<file path="config.mk">
export PLATFORM = sky130hd
export DESIGN_NAME = fetch_top
export DESIGN_NICKNAME = d
export VERILOG_FILES = /design/src/rtl/isa_pkg.sv /design/src/rtl/fetch_pkg.sv /design/src/rtl/fetch_bundle_in.sv /design/src/rtl/branch_handler.sv /design/src/rtl/fetch_pc_unit.sv /design/src/rtl/dispatch_out.sv /design/src/rtl/fetch_top.sv
export SDC_FILE = /design/constraint.sdc
export NUM_CORES = 1
export LEC_CHECK = 0
export ABC_AREA = 1
export BUFFER_PORTS_ARGS = -buffer_cell sky130_fd_sc_hd__buf_2
export CAP_MARGIN = 40
export CORE_ASPECT_RATIO = 0.7
export CORE_MARGIN = 1
export CORE_UTILIZATION = 52
export DETAILED_ROUTE_END_ITERATION = 6
export PLACE_DENSITY = 0.79
export SLEW_MARGIN = 20
export SYNTH_ARGS = -nofsm -noshare
export SYNTH_HDL_FRONTEND = slang
export SYNTH_SLANG_ARGS = --single-unit
</file>
<file path="constraint.sdc">
create_clock -name clk -period 5.4 [get_ports clk]
set_input_delay 1.35 -clock clk [delete_from_list [all_inputs] [get_ports clk]]
set_output_delay 1.35 -clock clk [all_outputs]
set_load 0.03 [all_outputs]
</file>
<file path="src/rtl/isa_pkg.sv">
`default_nettype none

package isa_pkg;

   // 16-bit instruction word and word-addressed pc
   typedef logic [15:0] inst_t;
   typedef logic [15:0] pc_t;

   // opcode field is the top nibble
   localparam int op_msb = 15;
   localparam int op_lsb = 12;

   // jump has every opcode bit set
   localparam logic [3:0] jump_op = 4'hf;

   // conditional branch: class bits 10, condition bits nonzero
   localparam logic [1:0] br_class = 2'b10;

   localparam inst_t nop_inst = '0;

   function automatic logic is_jump(input inst_t w);
      return w[op_msb:op_lsb] == jump_op;
   endfunction

   // condition field of zero is not a branch
   function automatic logic is_branch(input inst_t w);
      return (w[op_msb -: 2] == br_class) && (|w[op_lsb +: 2]);
   endfunction

endpackage

`default_nettype wire

</file>
<file path="src/rtl/fetch_pkg.sv">
`default_nettype none

package fetch_pkg;

   import isa_pkg::*;

   // slots per fetch group
   localparam int fetch_width = 4;

   // unresolved branches allowed in flight
   localparam int max_branches = 2;

   // one bit per slot, bit 0 is the oldest
   typedef logic [fetch_width-1:0] slot_mask_t;

   // bit 1 first branch of the group, bit 0 second and later
   typedef logic [1:0] pred_t;

   typedef logic [1:0] br_cnt_t;

   // bundle from the cache side
   typedef struct packed {
      pc_t                       pc;
      inst_t [fetch_width-1:0]   inst;
      pred_t                     pred;
   } fetch_bundle_t;

   // filtered group toward decode
   typedef struct packed {
      pc_t                       pc;
      inst_t [fetch_width-1:0]   inst;
      slot_mask_t                taken;
      slot_mask_t                upd;
   } dispatch_t;

   // branch commit pulse from the reorder buffer
   typedef struct packed {
      logic decr;
      logic mispred_two;
   } commit_t;

endpackage

`default_nettype wire

</file>
<file path="src/rtl/fetch_bundle_in.sv">
`default_nettype none

module fetch_bundle_in
   import fetch_pkg::*;
(
   input  wire logic    clk,
   input  wire logic    rst_n,
   input  wire logic    in_valid,
   input  fetch_bundle_t in_bundle,
   output logic         in_ready,
   input  wire logic    take,
   output logic         held_valid,
   output fetch_bundle_t held_bundle
);

   logic full;
   logic load;

   // open when empty, or when the handler drains this cycle
   assign in_ready   = !full || take;
   assign load       = in_valid && in_ready;
   assign held_valid = full;

   ////////////////////////////////////////
   // full flag
   ////////////////////////////////////////
   always_ff @(posedge clk or negedge rst_n) begin
      if (!rst_n) begin
         full <= 1'b0;
      end else if (load) begin
         // refill, possibly in the drain cycle
         full <= 1'b1;
      end else if (take) begin
         full <= 1'b0;
      end
   end

   // payload
   always_ff @(posedge clk) begin
      if (load) begin
         held_bundle <= in_bundle;
      end
   end

endmodule

`default_nettype wire

</file>
<file path="src/rtl/branch_handler.sv">
`default_nettype none

module branch_handler
   import isa_pkg::*, fetch_pkg::*;
(
   input  wire logic     clk,
   input  wire logic     rst_n,
   input  wire logic     held_valid,
   input  fetch_bundle_t held_bundle,
   input  wire logic     disp_space,
   input  commit_t       commit,
   output logic          take,
   output logic          disp_load,
   output dispatch_t     disp_data,
   output logic          adv_valid,
   output pc_t           adv_pc
);

   br_cnt_t    br_cnt;
   logic       hold;

   slot_mask_t is_jmp;
   slot_mask_t is_br;
   slot_mask_t refuse;
   slot_mask_t tkn;
   slot_mask_t zero;
   slot_mask_t pass;
   slot_mask_t upd;

   logic [2:0] n_pass;
   logic [2:0] n_upd;
   logic [2:0] cnt_sum;
   br_cnt_t    cnt_next;

   ////////////////////////////////////////
   // handshake
   ////////////////////////////////////////
   // bundle leaves the input register once dispatch has room
   assign take      = held_valid && disp_space;
   // under hold the bundle is dropped
   assign disp_load = take && !hold;
   assign adv_valid = take;

   ////////////////////////////////////////
   // slot decode
   ////////////////////////////////////////
   always_comb begin
      for (int i = 0; i < fetch_width; i++) begin
         is_jmp[i] = is_jump(held_bundle.inst[i]);
         is_br[i]  = is_branch(held_bundle.inst[i]);
      end
   end

   // walk slots oldest first
   always_comb begin : slot_walk
      logic [2:0] run;
      logic [2:0] loc;
      logic       dead;
      logic       pbit;
      // branches already in flight
      run  = {1'b0, br_cnt};
      // branches seen in this group
      loc  = '0;
      // hold kills the whole group
      dead = hold;
      for (int i = 0; i < fetch_width; i++) begin
         // third unresolved branch
         refuse[i] = is_br[i] && !dead && (run >= 3'(max_branches));
         // first branch of the group uses the upper prediction bit
         pbit      = (loc == 3'd0) ? held_bundle.pred[1] : held_bundle.pred[0];
         tkn[i]    = is_br[i] && !dead && !refuse[i] && pbit;
         zero[i]   = dead || refuse[i];
         // everything younger dies after a jump, taken branch or refusal
         dead      = dead || is_jmp[i] || tkn[i] || refuse[i];
         run       = run + 3'(is_br[i]);
         loc       = loc + 3'(is_br[i]);
      end
   end

   assign pass = ~zero;
   // predictor update for each surviving branch
   assign upd  = is_br & pass;

   // slot counts
   always_comb begin
      n_pass = '0;
      n_upd  = '0;
      for (int i = 0; i < fetch_width; i++) begin
         n_pass = n_pass + 3'(pass[i]);
         n_upd  = n_upd + 3'(upd[i]);
      end
   end

   // saturating increment
   assign cnt_sum  = {1'b0, br_cnt} + n_upd;
   assign cnt_next = (cnt_sum > 3'(max_branches)) ? br_cnt_t'(max_branches)
                                                   : cnt_sum[1:0];

   ////////////////////////////////////////
   // outputs to dispatch and pc unit
   ////////////////////////////////////////
   always_comb begin
      disp_data.pc    = held_bundle.pc;
      disp_data.taken = tkn;
      disp_data.upd   = upd;
      for (int i = 0; i < fetch_width; i++) begin
         disp_data.inst[i] = zero[i] ? nop_inst : held_bundle.inst[i];
      end
   end

   // restart right after the last passed slot
   assign adv_pc = held_bundle.pc + pc_t'(n_pass);

   ////////////////////////////////////////
   // branch counter and hold
   ////////////////////////////////////////
   always_ff @(posedge clk or negedge rst_n) begin
      if (!rst_n) begin
         br_cnt <= '0;
      end else if (commit.decr) begin
         // commit wins, same-cycle increment is lost
         if (commit.mispred_two) begin
            br_cnt <= (br_cnt >= 2'd2) ? br_cnt - 2'd2 : 2'd0;
         end else begin
            br_cnt <= (br_cnt != 2'd0) ? br_cnt - 2'd1 : 2'd0;
         end
      end else if (disp_load) begin
         br_cnt <= cnt_next;
      end
   end

   always_ff @(posedge clk or negedge rst_n) begin
      if (!rst_n) begin
         hold <= 1'b0;
      end else if (commit.decr) begin
         hold <= 1'b0;
      end else if (disp_load && (|refuse)) begin
         hold <= 1'b1;
      end
   end

endmodule

`default_nettype wire

</file>
<file path="src/rtl/fetch_pc_unit.sv">
`default_nettype none

module fetch_pc_unit
   import isa_pkg::*;
(
   input  wire logic clk,
   input  wire logic rst_n,
   input  wire logic adv_valid,
   input  pc_t       adv_pc,
   input  wire logic redirect_valid,
   input  pc_t       redirect_pc,
   output pc_t       fetch_pc
);

   ////////////////////////////////////////
   // fetch pc register
   ////////////////////////////////////////
   always_ff @(posedge clk or negedge rst_n) begin
      if (!rst_n) begin
         fetch_pc <= '0;
      end else if (redirect_valid) begin
         // taken target or flush beats the sequential advance
         fetch_pc <= redirect_pc;
      end else if (adv_valid) begin
         // group pc plus passed slots
         fetch_pc <= adv_pc;
      end
   end

endmodule

`default_nettype wire

</file>
<file path="src/rtl/dispatch_out.sv">
`default_nettype none

module dispatch_out
   import fetch_pkg::*;
(
   input  wire logic clk,
   input  wire logic rst_n,
   input  wire logic disp_load,
   input  dispatch_t disp_data,
   output logic      disp_space,
   input  wire logic out_ready,
   output logic      out_valid,
   output dispatch_t out_data
);

   // room when empty or decode takes the current group
   assign disp_space = !out_valid || out_ready;

   ////////////////////////////////////////
   // valid flag
   ////////////////////////////////////////
   always_ff @(posedge clk or negedge rst_n) begin
      if (!rst_n) begin
         out_valid <= 1'b0;
      end else if (disp_load) begin
         out_valid <= 1'b1;
      end else if (out_ready) begin
         out_valid <= 1'b0;
      end
   end

   // data only moves on a load, stable under back-pressure
   always_ff @(posedge clk) begin
      if (disp_load) begin
         out_data <= disp_data;
      end
   end

endmodule

`default_nettype wire

</file>
<file path="src/rtl/fetch_top.sv">
`default_nettype none

module fetch_top
   import isa_pkg::*, fetch_pkg::*;
(
   input  wire logic     clk,
   input  wire logic     rst_n,
   input  wire logic     in_valid,
   input  fetch_bundle_t in_bundle,
   output logic          in_ready,
   input  commit_t       commit,
   input  wire logic     redirect_valid,
   input  pc_t           redirect_pc,
   output pc_t           fetch_pc,
   output logic          out_valid,
   input  wire logic     out_ready,
   output dispatch_t     out_data
);

   // input register to handler
   logic          held_valid;
   fetch_bundle_t held_bundle;
   logic          take;

   // handler to dispatch
   logic          disp_load;
   logic          disp_space;
   dispatch_t     disp_data;

   // handler to pc unit
   logic          adv_valid;
   pc_t           adv_pc;

   fetch_bundle_in fetch_bundle_in_i (
      .clk         (clk),
      .rst_n       (rst_n),
      .in_valid    (in_valid),
      .in_bundle   (in_bundle),
      .in_ready    (in_ready),
      .take        (take),
      .held_valid  (held_valid),
      .held_bundle (held_bundle)
   );

   branch_handler branch_handler_i (
      .clk         (clk),
      .rst_n       (rst_n),
      .held_valid  (held_valid),
      .held_bundle (held_bundle),
      .disp_space  (disp_space),
      .commit      (commit),
      .take        (take),
      .disp_load   (disp_load),
      .disp_data   (disp_data),
      .adv_valid   (adv_valid),
      .adv_pc      (adv_pc)
   );

   fetch_pc_unit fetch_pc_unit_i (
      .clk            (clk),
      .rst_n          (rst_n),
      .adv_valid      (adv_valid),
      .adv_pc         (adv_pc),
      .redirect_valid (redirect_valid),
      .redirect_pc    (redirect_pc),
      .fetch_pc       (fetch_pc)
   );

   dispatch_out dispatch_out_i (
      .clk        (clk),
      .rst_n      (rst_n),
      .disp_load  (disp_load),
      .disp_data  (disp_data),
      .disp_space (disp_space),
      .out_ready  (out_ready),
      .out_valid  (out_valid),
      .out_data   (out_data)
   );

endmodule

`default_nettype wire

</file>
==> results of run 1 <==
## timing repair
action / 4_1_cts / 5_1_grt
hold buffers: 0 / 0
resized for setup: 0 / 4
setup endpoints to repair: 0 / 1
## state kept, by name, indices dropped and copies added (netlist names)
signal	flops
dispatch_out_i.out_valid	1
fetch_bundle_in_i.held_valid	1
fetch_bundle_in_i.held_bundle	82
dispatch_out_i.out_data	88
branch_handler_i.hold	1
branch_handler_i.br_cnt	2
fetch_pc_unit_i.fetch_pc	16
## power breakdown
| part | internal (mW) | switching, mW | leakage [nW] |
|---|---|---|---|
| sequential | 1.91 | 0.0850 | 1.90 |
| clock | 0.631 | 0.527 | 0.265 |
| combinational | 0.336 | 0.801 | 2.13 |
| total | 2.87 | 1.41 | 4.29 |
## cells by family (layout without fill, tap and decap cells)
kind of cell | Yosys count | after routing | synth area share
AND/OR/NAND/NOR | 166 | 166 | 0.102
adder cells (fa/ha/maj) | 22 | 22 | 0.0419
flip-flops | 191 | 191 | 0.737
buffers and inverters | 118 | 361 | 0.0595
XOR/XNOR | 14 | 14 | 0.0161
multiplexers | 2 | 2 | 0.00262
AO/OA/AOI/OAI | 48 | 48 | 0.0406
## layout make-up
| type | instances | share of cell area |
|---|---|---|
| clock inverters | 14 | 0.0122 |
| flip-flops and latches | 191 | 0.588 |
| multi-input cells | 252 | 0.165 |
| well taps | 190 | 0.0248 |
| clock buffers | 17 | 0.0444 |
| repair buffers | 222 | 0.123 |
| inverters | 108 | 0.0425 |
## Yosys cell counts (2+ instances only)
cell | n | area [um^2]
edfxtp_1 | 170 | 5100
inv_1 | 108 | 405
nor2_1 | 75 | 282
nand2_1 | 50 | 188
dfrtp_1 | 21 | 526
o21ai_0 | 20 | 100
ha_1 | 16 | 200
nor2_2 | 11 | 68.8
clkbuf_1 | 9 | 33.8
xor2_1 | 9 | 78.8
a21oi_1 | 8 | 40.0
nand3_1 | 8 | 40.0
o211ai_1 | 7 | 52.6
fa_1 | 6 | 120
nor3_1 | 6 | 30.0
o21a_1 | 5 | 37.5
xnor2_1 | 5 | 43.8
nand4_1 | 3 | 18.8
a31oi_1 | 2 | 12.5
mux2i_1 | 2 | 20.0
nand4_4 | 2 | 42.5
nor3b_1 | 2 | 15.0
## placed cells by master (no fill, tap or decap), types with 7 or more instances in the layout
master,netlist,final
buf_2,0,210
edfxtp_1,170,170
inv_1,108,107
nor2_1,75,73
nand2_1,50,50
dfrtp_1,21,21
o21ai_0,20,20
clkbuf_16,0,17
ha_1,16,16
nor2_2,11,12
xor2_1,9,9
buf_4,0,9
a21oi_1,8,8
o211ai_1,7,7
nand3_1,8,7
## stage by stage
stage | cell area (um^2) | hold WS, ns | worst slack (ns) | power [mW]
finish | 9570 | 0.472 | 0.455 | 4.29
detailed placement | 9010 | 0.472 | 0.285 | 3.16
global placement | 8970 | 0.453 | 0.595 | 3.11
floorplan | 7640 | 0.433 | 0.472 | 2.80
CTS | 9560 | 0.483 | 0.217 | 4.32
global route | 9570 | 0.496 | 0.0461 | 4.49
## per-layer routing
metal,GRT usage,wire [um],vias to the layer above
met4,0.0593,188,0
met1,0.259,6430,2343
met2,0.344,7450,174
met3,0.0732,1140,17
li1,-,-,2335
met5,0,0,-
## path summary, 6_finish.rpt
check                                             startpoint                            to  slack [ns]  cells after the start
setup / recovery           fetch_bundle_in_i.held_bundle[16]  fetch_pc_unit_i.fetch_pc[14]        0.45                     27
hold / removal             fetch_bundle_in_i.held_bundle[81]   dispatch_out_i.out_data[87]        0.47                      0
setup reg to reg           fetch_bundle_in_i.held_bundle[16]  fetch_pc_unit_i.fetch_pc[14]        0.45                     27
hold reg to reg            fetch_bundle_in_i.held_bundle[81]   dispatch_out_i.out_data[87]        0.47                      0
max in group asynchronous                              rst_n   fetch_pc_unit_i.fetch_pc[3]        4.15                      1
min in group asynchronous                              rst_n  fetch_pc_unit_i.fetch_pc[15]        0.89                      1
## worst register-to-register path, cell delays in order, from the launching register on
cell and delay, ns:
edfxtp_1 0.41, inv_1 0.09, nand2_1 0.05, nor2_1 0.15, ha_1 0.27, ha_1 0.19, inv_1 0.07, fa_1 0.42
inv_1 0.07, ha_1 0.23, nor3b_2 0.19, inv_1 0.09, nand4_4 0.11, nand3_4 0.08, fa_1 0.44, inv_1 0.06
ha_1 0.18, fa_1 0.22, nand2_1 0.08, a21boi_2 0.18, nand3_2 0.12, nor2_2 0.15, nand3_1 0.14, or3_1 0.36
nand2_1 0.07, nor3b_1 0.19, a21oi_1 0.06, o21ai_0 0.18
==> metrics.csv, run 1 <==
metric;value;unit
async_flop_share;0.110;
layout.cells.non_filler;994;
drt-initial-drc-count;308;
num_vias;4869;
critPathMaxFanout;3;
area_growth;25.3;%
grt_usage;0.206;
crit_slowest_cell;fa_1;
worst_pin_slew;0.525;ns
antenna_found_initial;0;
wire_per_inst;15.3;um
required;5.73;ns
ys_types;38;
skew;0.00846;ns
finalMaxSlewViolations;0;
gp_congestion;0.848;
outcome;completed;
clkLatencyLatePin;0.43;ns
critPathBufInv;5;
cts_tree;yes;
syn_area_per_cell;13.6;um^2
clockBufferDepth;2;
grt_pass1_vias;4701;
synth_ff_type;edfxtp_1;
die-area;15200;um^2
cpMostUsedCell;inv_1;
maxSlewHeadroom;0.647;
worstPathArrival;5.28;ns
leakagePower;4.29;nW
die_y;103;um
ant_nets;0;
finalSetupViolations;0;
fill_cells;1017;
clk_pin_slew_worst_paths;0.07;ns
final_hold_viol_count;0;
grt_start_max_net_pins;59;
path_delay_family;adder cells;
coreArea;14100;um^2
cpPeakStageDelay;0.44;ns
multi_input_comb_area;1580;um^2
period_minus_slack;4.95;ns
synth-seq-cells;191;
tns;0;ns
fin_nets;919;
synth_edf_count;170;
gr-total-overflow;0;
place_hpwl;10800;um
die_w;147;um
postLayoutCoreUtil;0.677;
cts_setup_buffers;0;
end_kind;register;
max_freq;202;MHz
routed_wl;15200;um
drc_errors;0;
maxCapViolations;0;
syn-num-nets;688;
rsz0062_at_grt;no;
numCtsBuffers;17;
cts-root-buf;clkbuf_16;
start_util;0.540;
cts_sinks;191;
antenna_cells;0;
grt_pass1_wl;23300;um
std_cell_rows;36;
drtPass1Iterations;4;
layout-drive-gt1-share;0.346;
place_inst;963;
ir_drop;0.234;mV
critPathLaunchType;register;
io_pins;211;
fin_crit_sh;0.916;
seq_area;5630;um^2
io_buffers;210;
htreeDepth;4;
criticalPathCategory;reg -> reg;
synth_seq_area_share;0.737;
synth_cells;561;
hold_path.class;reg -> reg;
powerDensity;448;nW/um^2
syn-cell-area;7640;um^2
yosys_warnings;0;
viasPerCell;4.90;
No activity file was read; power rests on OpenSTA's default activity.
==> inputs of run 2 (changes only) <==
--- a/config.mk
+++ b/config.mk
@@ -6,13 +6,13 @@
 export NUM_CORES = 1
 export LEC_CHECK = 0
 export ABC_AREA = 1
-export BUFFER_PORTS_ARGS = -buffer_cell sky130_fd_sc_hd__buf_2
 export CAP_MARGIN = 40
 export CORE_ASPECT_RATIO = 0.7
 export CORE_MARGIN = 1
-export CORE_UTILIZATION = 52
+export CORE_UTILIZATION = 60
 export DETAILED_ROUTE_END_ITERATION = 6
-export PLACE_DENSITY = 0.79
+export DONT_BUFFER_PORTS = 1
+export PLACE_DENSITY = 0.76
 export SLEW_MARGIN = 20
 export SYNTH_ARGS = -nofsm -noshare
 export SYNTH_HDL_FRONTEND = slang
==> metrics.csv, run 2 (synthesized netlist as in run 1, its figures left out) <==
metric;value;unit;change
outcome;completed;;
period_minus_slack;5.02;ns;+0.0773 ns
hold_path.class;reg -> reg;;
area_growth;10.8;%;
std_cell_rows;34;;-5.6%
powerDensity;490;nW/um^2;+9.3%
final_cell_mix;170 x edfxtp_1, 107 x inv_1, 74 x nor2_1;;
layout-drive-gt1-share;0.109;;-0.236
finalMaxSlewViolations;0;;unchanged
grt_usage;0.209;;+0.00258
gr-total-overflow;0;;unchanged
drt-initial-drc-count;151;;-51%
io_pins;211;;unchanged
num_vias;3976;;-18%
clockBufferDepth;2;;unchanged
critPathMaxFanout;4;;+1
r2r_cells;25;;-7.4%
whs_endpoint;dispatch_out_i.out_data[72];;
worstPathArrival;5.36;ns;+0.08 ns
clk_pin_slew_worst_paths;0.07;ns;about the same
largest_reg_flops;88;;unchanged
clkLatencyLatePin;0.42;ns;about the same
gp_congestion;0.867;;+2.1%
reg.largest.list;dispatch_out_i.out_data (88), fetch_bundle_in_i.held_bundle (82), fetch_pc_unit_i.fetch_pc (16);;
fin_nets;708;;-23%
fin_crit_sh;0.930;;+0.0143
grt_pass1_wl;19700;um;-15%
wire_per_inst;18.1;um;+18%
final_hold_viol_count;0;;unchanged
reg2reg_to;fetch_pc_unit_i.fetch_pc[14];;
maxCapViolations;0;;unchanged
grt_pass1_vias;3824;;-19%
required;5.74;ns;about the same
die-area;13200;um^2;-13%
worst_pin_slew;0.750;ns;+0.225 ns
regMostFlops;dispatch_out_i.out_data;;
ant_nets;0;;unchanged
drc_errors;0;;unchanged
maxSlewHeadroom;0.500;;-0.148
end_kind;register;;
die_w;137;um;-6.8%
cts-root-buf;clkbuf_16;;
place_inst;723;;-25%
layout_commonest_cell;edfxtp_1;;
cts_tree;yes;;
place_hpwl;9540;um;-12%
leakagePower;3.45;nW;-20%
layout.cells.non_filler;756;;-24%
cts_sinks;191;;unchanged
viasPerCell;5.26;;+7.4%
ir_drop;0.286;mV;+22%
hold_ws;0.460;ns;-0.0118 ns
r2r_setup_slack;0.38;ns;-0.08 ns
grt_start_max_net_pins;57;;-3.4%
coreArea;12400;um^2;-12%
hold_depth;0;;unchanged
hold_path.startpoint;fetch_bundle_in_i.held_bundle[66];;
numCtsBuffers;17;;unchanged
finalSetupViolations;0;;unchanged
io_buffers;0;;-100%
antenna_cells;0;;unchanged
start_util;0.615;;+0.0749
die_y;96.4;um;-6.8%
critPathLaunchType;register;;
criticalPathCategory;reg -> reg;;
cts_hold_buf;0;;unchanged
drtPass1Iterations;5;;+1
skew;0.0127;ns;+0.00421 ns
routed_wl;13700;um;-10%
antenna_found_initial;0;;unchanged
r2r-start;fetch_bundle_in_i.held_bundle[31];;
htreeDepth;4;;unchanged
max_freq;199;MHz;-1.5%
[run 2: cell types whose count changed in the layout (fill, tap and decap cells not counted), sizes merged]
cell	previous run	this run
inv	110	113
clkinv	9	7
buf	222	10
clkdlybuf4s18	0	1
[run 2: how the worst max path moves through the flow]
| stage | to | slack, ns | start |
|---|---|---|---|
| after floorplan | fetch_pc_unit_i.fetch_pc[14] | 0.47 | fetch_bundle_in_i.held_bundle[16] |
| after global placement | fetch_pc_unit_i.fetch_pc[14] | 0.54 | fetch_bundle_in_i.held_bundle[30] |
| after detailed placement | fetch_pc_unit_i.fetch_pc[14] | 0.32 | fetch_bundle_in_i.held_bundle[30] |
| after CTS | fetch_pc_unit_i.fetch_pc[14] | 0.30 | fetch_bundle_in_i.held_bundle[30] |
| after global routing | fetch_pc_unit_i.fetch_pc[14] | -0.002 | fetch_bundle_in_i.held_bundle[31] |
| final | fetch_pc_unit_i.fetch_pc[14] | 0.38 | fetch_bundle_in_i.held_bundle[31] |
[run 2: per-layer routing]
| metal | routed length [um] | global-route usage |
|---|---|---|
| met5 | 0 | 0 |
| met3 | 1370 | 0.0892 |
| met1 | 5450 | 0.245 |
| met2 | 6700 | 0.349 |
| met4 | 142 | 0.0705 |
[run 2: stage by stage]
stage | util | worst slack (ns) | cell area (um^2) | power, mW | setup TNS (ns)
final | 0.681 | 0.377 | 8460 | 4.14 | 0
after global routing | 0.681 | -0.00226 | 8460 | 4.33 | -0.00226
after CTS | 0.681 | 0.298 | 8460 | 4.18 | 0
after detailed placement | 0.634 | 0.316 | 7880 | 2.97 | 0
after global placement | 0.633 | 0.537 | 7870 | 2.94 | 0
after floorplan | - | 0.472 | 7640 | 2.80 | 0
[run 2: worst max-delay path, cell delays in order, from the launching register on]
cell	delay [ns]
edfxtp_1	0.41
o211ai_1	0.33
inv_1	0.19
ha_1	0.23
inv_1	0.06
fa_1	0.42
inv_1	0.08
ha_1	0.23
nor3b_1	0.21
inv_1	0.10
nand4_4	0.11
nand3_4	0.07
fa_1	0.44
inv_1	0.07
ha_1	0.18
fa_1	0.22
nand2_1	0.06
a21boi_1	0.22
nand3_1	0.15
nor2_1	0.22
nand3_1	0.15
or3_1	0.34
nand2_1	0.06
nor3b_1	0.17
a21oi_1	0.05
o21ai_0	0.14
[run 2: area by class of cell]
type / instances / area [um^2]
Clock buffer: 17 / 425
Clock inverter: 15 / 151
Fill cell: 854 / 3960
Tap cell: 162 / 203
Multi-Input combinational cell: 252 / 1560
Timing Repair Buffer: 11 / 85.1
Sequential cell: 191 / 5630
Inverter: 108 / 407
[run 2: report_power, final]
| group | internal [mW] | leakage (nW) | switching (mW) |
|---|---|---|---|
| registers | 1.92 | 1.90 | 0.445 |
| logic | 0.187 | 1.27 | 0.385 |
| clock network | 0.652 | 0.279 | 0.555 |
[run 2: what timing repair did]
action,in CTS,in global routing
setup endpoints to repair,0,1
setup buffers,0,1
gates resized for setup,0,0
endpoints found under the hold margin,0,0
==> inputs of run 3 (changes only) <==
--- a/config.mk
+++ b/config.mk
@@ -5,7 +5,6 @@
 export SDC_FILE = /design/constraint.sdc
 export NUM_CORES = 1
 export LEC_CHECK = 0
-export ABC_AREA = 1
 export CAP_MARGIN = 40
 export CORE_ASPECT_RATIO = 0.7
 export CORE_MARGIN = 1
==> metrics.csv, run 3 <==
metric;value;unit;change
outcome;completed;;
maxCapViolations;0;;unchanged
cts_tree;yes;;
clockBufferDepth;2;;unchanged
rsz0062_at_grt;no;;
drt-initial-drc-count;292;;+93%
syn-num-nets;601;;-13%
largest_reg_flops;88;;unchanged
tns;0;ns;unchanged
netSwitchingFraction;0.310;;-0.0244
layout_commonest_cell;edfxtp_1;;
leakagePower;3.08;nW;-11%
groute.layer.met2.usage;0.322;;-0.0271
synth_commonest_cells;170 x edfxtp_1, 66 x and2_1, 30 x nor2_1;;
crit_start;fetch_bundle_in_i.held_bundle[14];;
synth-seq-cells;191;;unchanged
postLayoutCoreUtil;0.695;;+0.0140
drtPass1Iterations;5;;unchanged
r2r_cells;22;;-12%
ir_drop;0.267;mV;-6.5%
die_y;95.6;um;-0.87%
num_vias;3762;;-5.4%
worst_pin_slew;0.741;ns;-0.00965 ns
yosysMostFrequentCell;edfxtp_1;;
synth_area_leaders;edfxtp_1 68%, dfrtp_1 7.0%, and2_1 5.5%;;
synth_top_area_share;0.680;;+0.0120
crit_slowest_cell;fa_1;;
finalSetupViolations;0;;unchanged
synth_seq_area_share;0.750;;+0.0133
power_frac_comb;0.129;;-0.009
die_w;136;um;-0.88%
wire_per_inst;20.2;um;+12%
start_util;0.629;;+0.0139
grtUsageMet3;0.0888;;-0.000419
async_flop_share;0.110;;unchanged
maxSlewHeadroom;0.505;;+0.00526
antenna_cells;0;;unchanged
pwr-share-seq;0.569;;-0.002
synth_ff_type;edfxtp_1;;
grt_util_met1;0.276;;+0.0313
reg.largest.list;dispatch_out_i.out_data (88), fetch_bundle_in_i.held_bundle (82), fetch_pc_unit_i.fetch_pc (16);;
worstPathArrival;5.19;ns;-0.17 ns
cts_hold_buf;0;;unchanged
layout-drive-gt1-share;0.0994;;-0.0100
period_minus_slack;4.87;ns;-0.150 ns
cts_sinks;191;;unchanged
path_delay_family;adder cells;;
drc_errors;0;;unchanged
syn-cell-area;7500;um^2;-1.8%
clkPwrFrac;0.302;;+0.011
powerDensity;463;nW/um^2;-5.3%
regMostFlops;dispatch_out_i.out_data;;
grt_start_max_net_pins;50;;-12%
yosys_warnings;0;;unchanged
hold_path.class;reg -> reg;;
cts_setup_buffers;0;;unchanged
cts_resized;0;;unchanged
numCtsBuffers;17;;unchanged
intPower;2.65;mW;-3.8%
place_hpwl;9390;um;-1.6%
clk_pin_slew_worst_paths;0.07;ns;about the same
fin_crit_sh;0.902;;-0.0277
critPathMaxFanout;4;;unchanged
htreeDepth;4;;unchanged
r2r_setup_slack;0.53;ns;+0.15 ns
cts-root-buf;clkbuf_16;;
ant_nets;0;;unchanged
end_kind;register;;
busiest_layer;met2;;
std_cell_rows;33;;-2.9%
die-area;13000;um^2;-1.7%
max_freq;205;MHz;+3.1%
ys_types;48;;+26%
whs_endpoint;dispatch_out_i.out_data[72];;
critPathBufInv;4;;-1
synth_edf_count;170;;unchanged
hold_ws;0.474;ns;+0.0140 ns
final_hold_viol_count;0;;unchanged
p_switching;1.19;mW;-14%
cpPeakStageDelay;0.53;ns;+0.09 ns
gp_congestion;0.903;;+4.2%
grt_pass1_wl;19800;um;+0.11%
io_pins;211;;unchanged
critPathLaunchType;register;;
yosysTopAreaCell;edfxtp_1;;
clkLatencyLatePin;0.42;ns;about the same
grt_usage;0.214;;+0.00465
area_growth;10.6;%;
hold_depth;0;;unchanged
antenna_found_initial;0;;unchanged
r2r-start;fetch_bundle_in_i.held_bundle[14];;
syn_area_per_cell;15.8;um^2;+16%
fin_nets;617;;-13%
synth_cells;474;;-16%
io_buffers;0;;unchanged
reg2reg_to;fetch_pc_unit_i.fetch_pc[10];;
routed_wl;13400;um;-2.2%
crit_path_cell_trace;o21ba_1 > and2_1 > ha_1 > ha_1 > inv_1 > fa_1 > inv_1 > ha_1 > nand2b_1 > nor2b_1 > nor2_4 > inv_1 > fa_1 > inv_1 > ha_1 > fa_1 > a21oi_1 > nor2_1 > nand2_1 > xnor2_1 > nor2_1 > o31ai_1;;
finalMaxSlewViolations;0;;unchanged
criticalPathCategory;reg -> reg;;
coreArea;11900;um^2;-3.9%
final_cell_mix;170 x edfxtp_1, 65 x and2_1, 29 x nor2_1;;
required;5.72;ns;-0.02 ns
viasPerCell;5.70;;+8.4%
gr-total-overflow;0;;unchanged
grt_pass1_vias;3552;;-7.1%
skew;0.0154;ns;+0.00273 ns
hold_path.startpoint;fetch_bundle_in_i.held_bundle[66];;
## run 3: cell types whose count changed in the layout (fill, tap and decap cells not counted), sizes merged, moves of 4 or more
cell,before,now
inv,113,27
o31ai,1,6
and2,0,66
nand2,51,27
o21a,5,0
nor2,88,31
nor2b,0,4
mux2i,2,6
o21ai,21,12
## run 3: cell families (layout without fill, tap and decap cells)
kind of cell,Yosys count,count (layout),share of synthesized area
adders and majority gates,22,22,0.0427
muxes,6,6,0.00800
and+or+nand+nor,165,165,0.123
buffers and inverters,32,61,0.0182
xor gates and xnor gates,15,15,0.0175
DFF,191,191,0.750
AOI/OAI and AO/OA,43,43,0.0407
## run 3: final cells by class
cell class	count	area (um^2)
flip-flops and latches	191	5630
fillers	752	3640
multi-input cells	251	1750
clock buffers	19	433
well taps	157	196
clock inverters	13	120
repair buffers	9	95.1
inverters	20	75.1
## run 3: metrics by stage
step / area, um^2 / total power [mW] / instances / setup slack (ns)
3_3_place_gp: 7700 / 2.68 / 626 / 0.695
5_1_grt: 8300 / 4.01 / 660 / 0.159
3_5_place_dp: 7730 / 2.72 / 627 / 0.432
4_1_cts: 8280 / 3.87 / 659 / 0.448
2_1_floorplan: 7510 / 2.56 / 474 / 0.574
6_report: 8300 / 3.85 / 660 / 0.527
## run 3: worst max-delay path by stage
stage,end,slack (ns),depth (start not counted)
finish,fetch_pc_unit_i.fetch_pc[10],0.53,22
global placement,fetch_pc_unit_i.fetch_pc[8],0.70,22
detailed placement,fetch_pc_unit_i.fetch_pc[10],0.43,22
floorplan,fetch_pc_unit_i.fetch_pc[7],0.57,24
global route,fetch_pc_unit_i.fetch_pc[13],0.16,24
CTS,fetch_pc_unit_i.fetch_pc[10],0.45,22
## run 3: worst reg2reg max path, delay by kind of cell, from the launching register on
kind	cells	cell delay (ns)
adders and majority gates	7	2.31
buffers and inverters	4	0.22
xor gates and xnor gates	1	0.12
AOI/OAI and AO/OA	3	0.75
DFF	1	0.40
and+or+nand+nor	7	0.98
## run 3: power by group through the flow
| stage | clock network, mW | logic, mW | registers (mW) |
|---|---|---|---|
| final | 1.16 | 0.496 | 2.19 |
| after CTS | 1.18 | 0.500 | 2.19 |
| after floorplan | 0 | 0.369 | 2.19 |
| after global routing | 1.24 | 0.561 | 2.21 |
| after detailed placement | 0 | 0.495 | 2.22 |
| after global placement | 0 | 0.467 | 2.22 |
## run 3: layer usage
| layer | share of wire | vias to the layer above | wire [um] |
|---|---|---|---|
| li1 | - | 1742 | - |
| met1 | 0.41 | 1825 | 5490 |
| met2 | 0.47 | 181 | 6310 |
| met3 | 0.10 | 14 | 1380 |
| met4 | 0.014 | 0 | 186 |
| met5 | 0 | - | 0 |
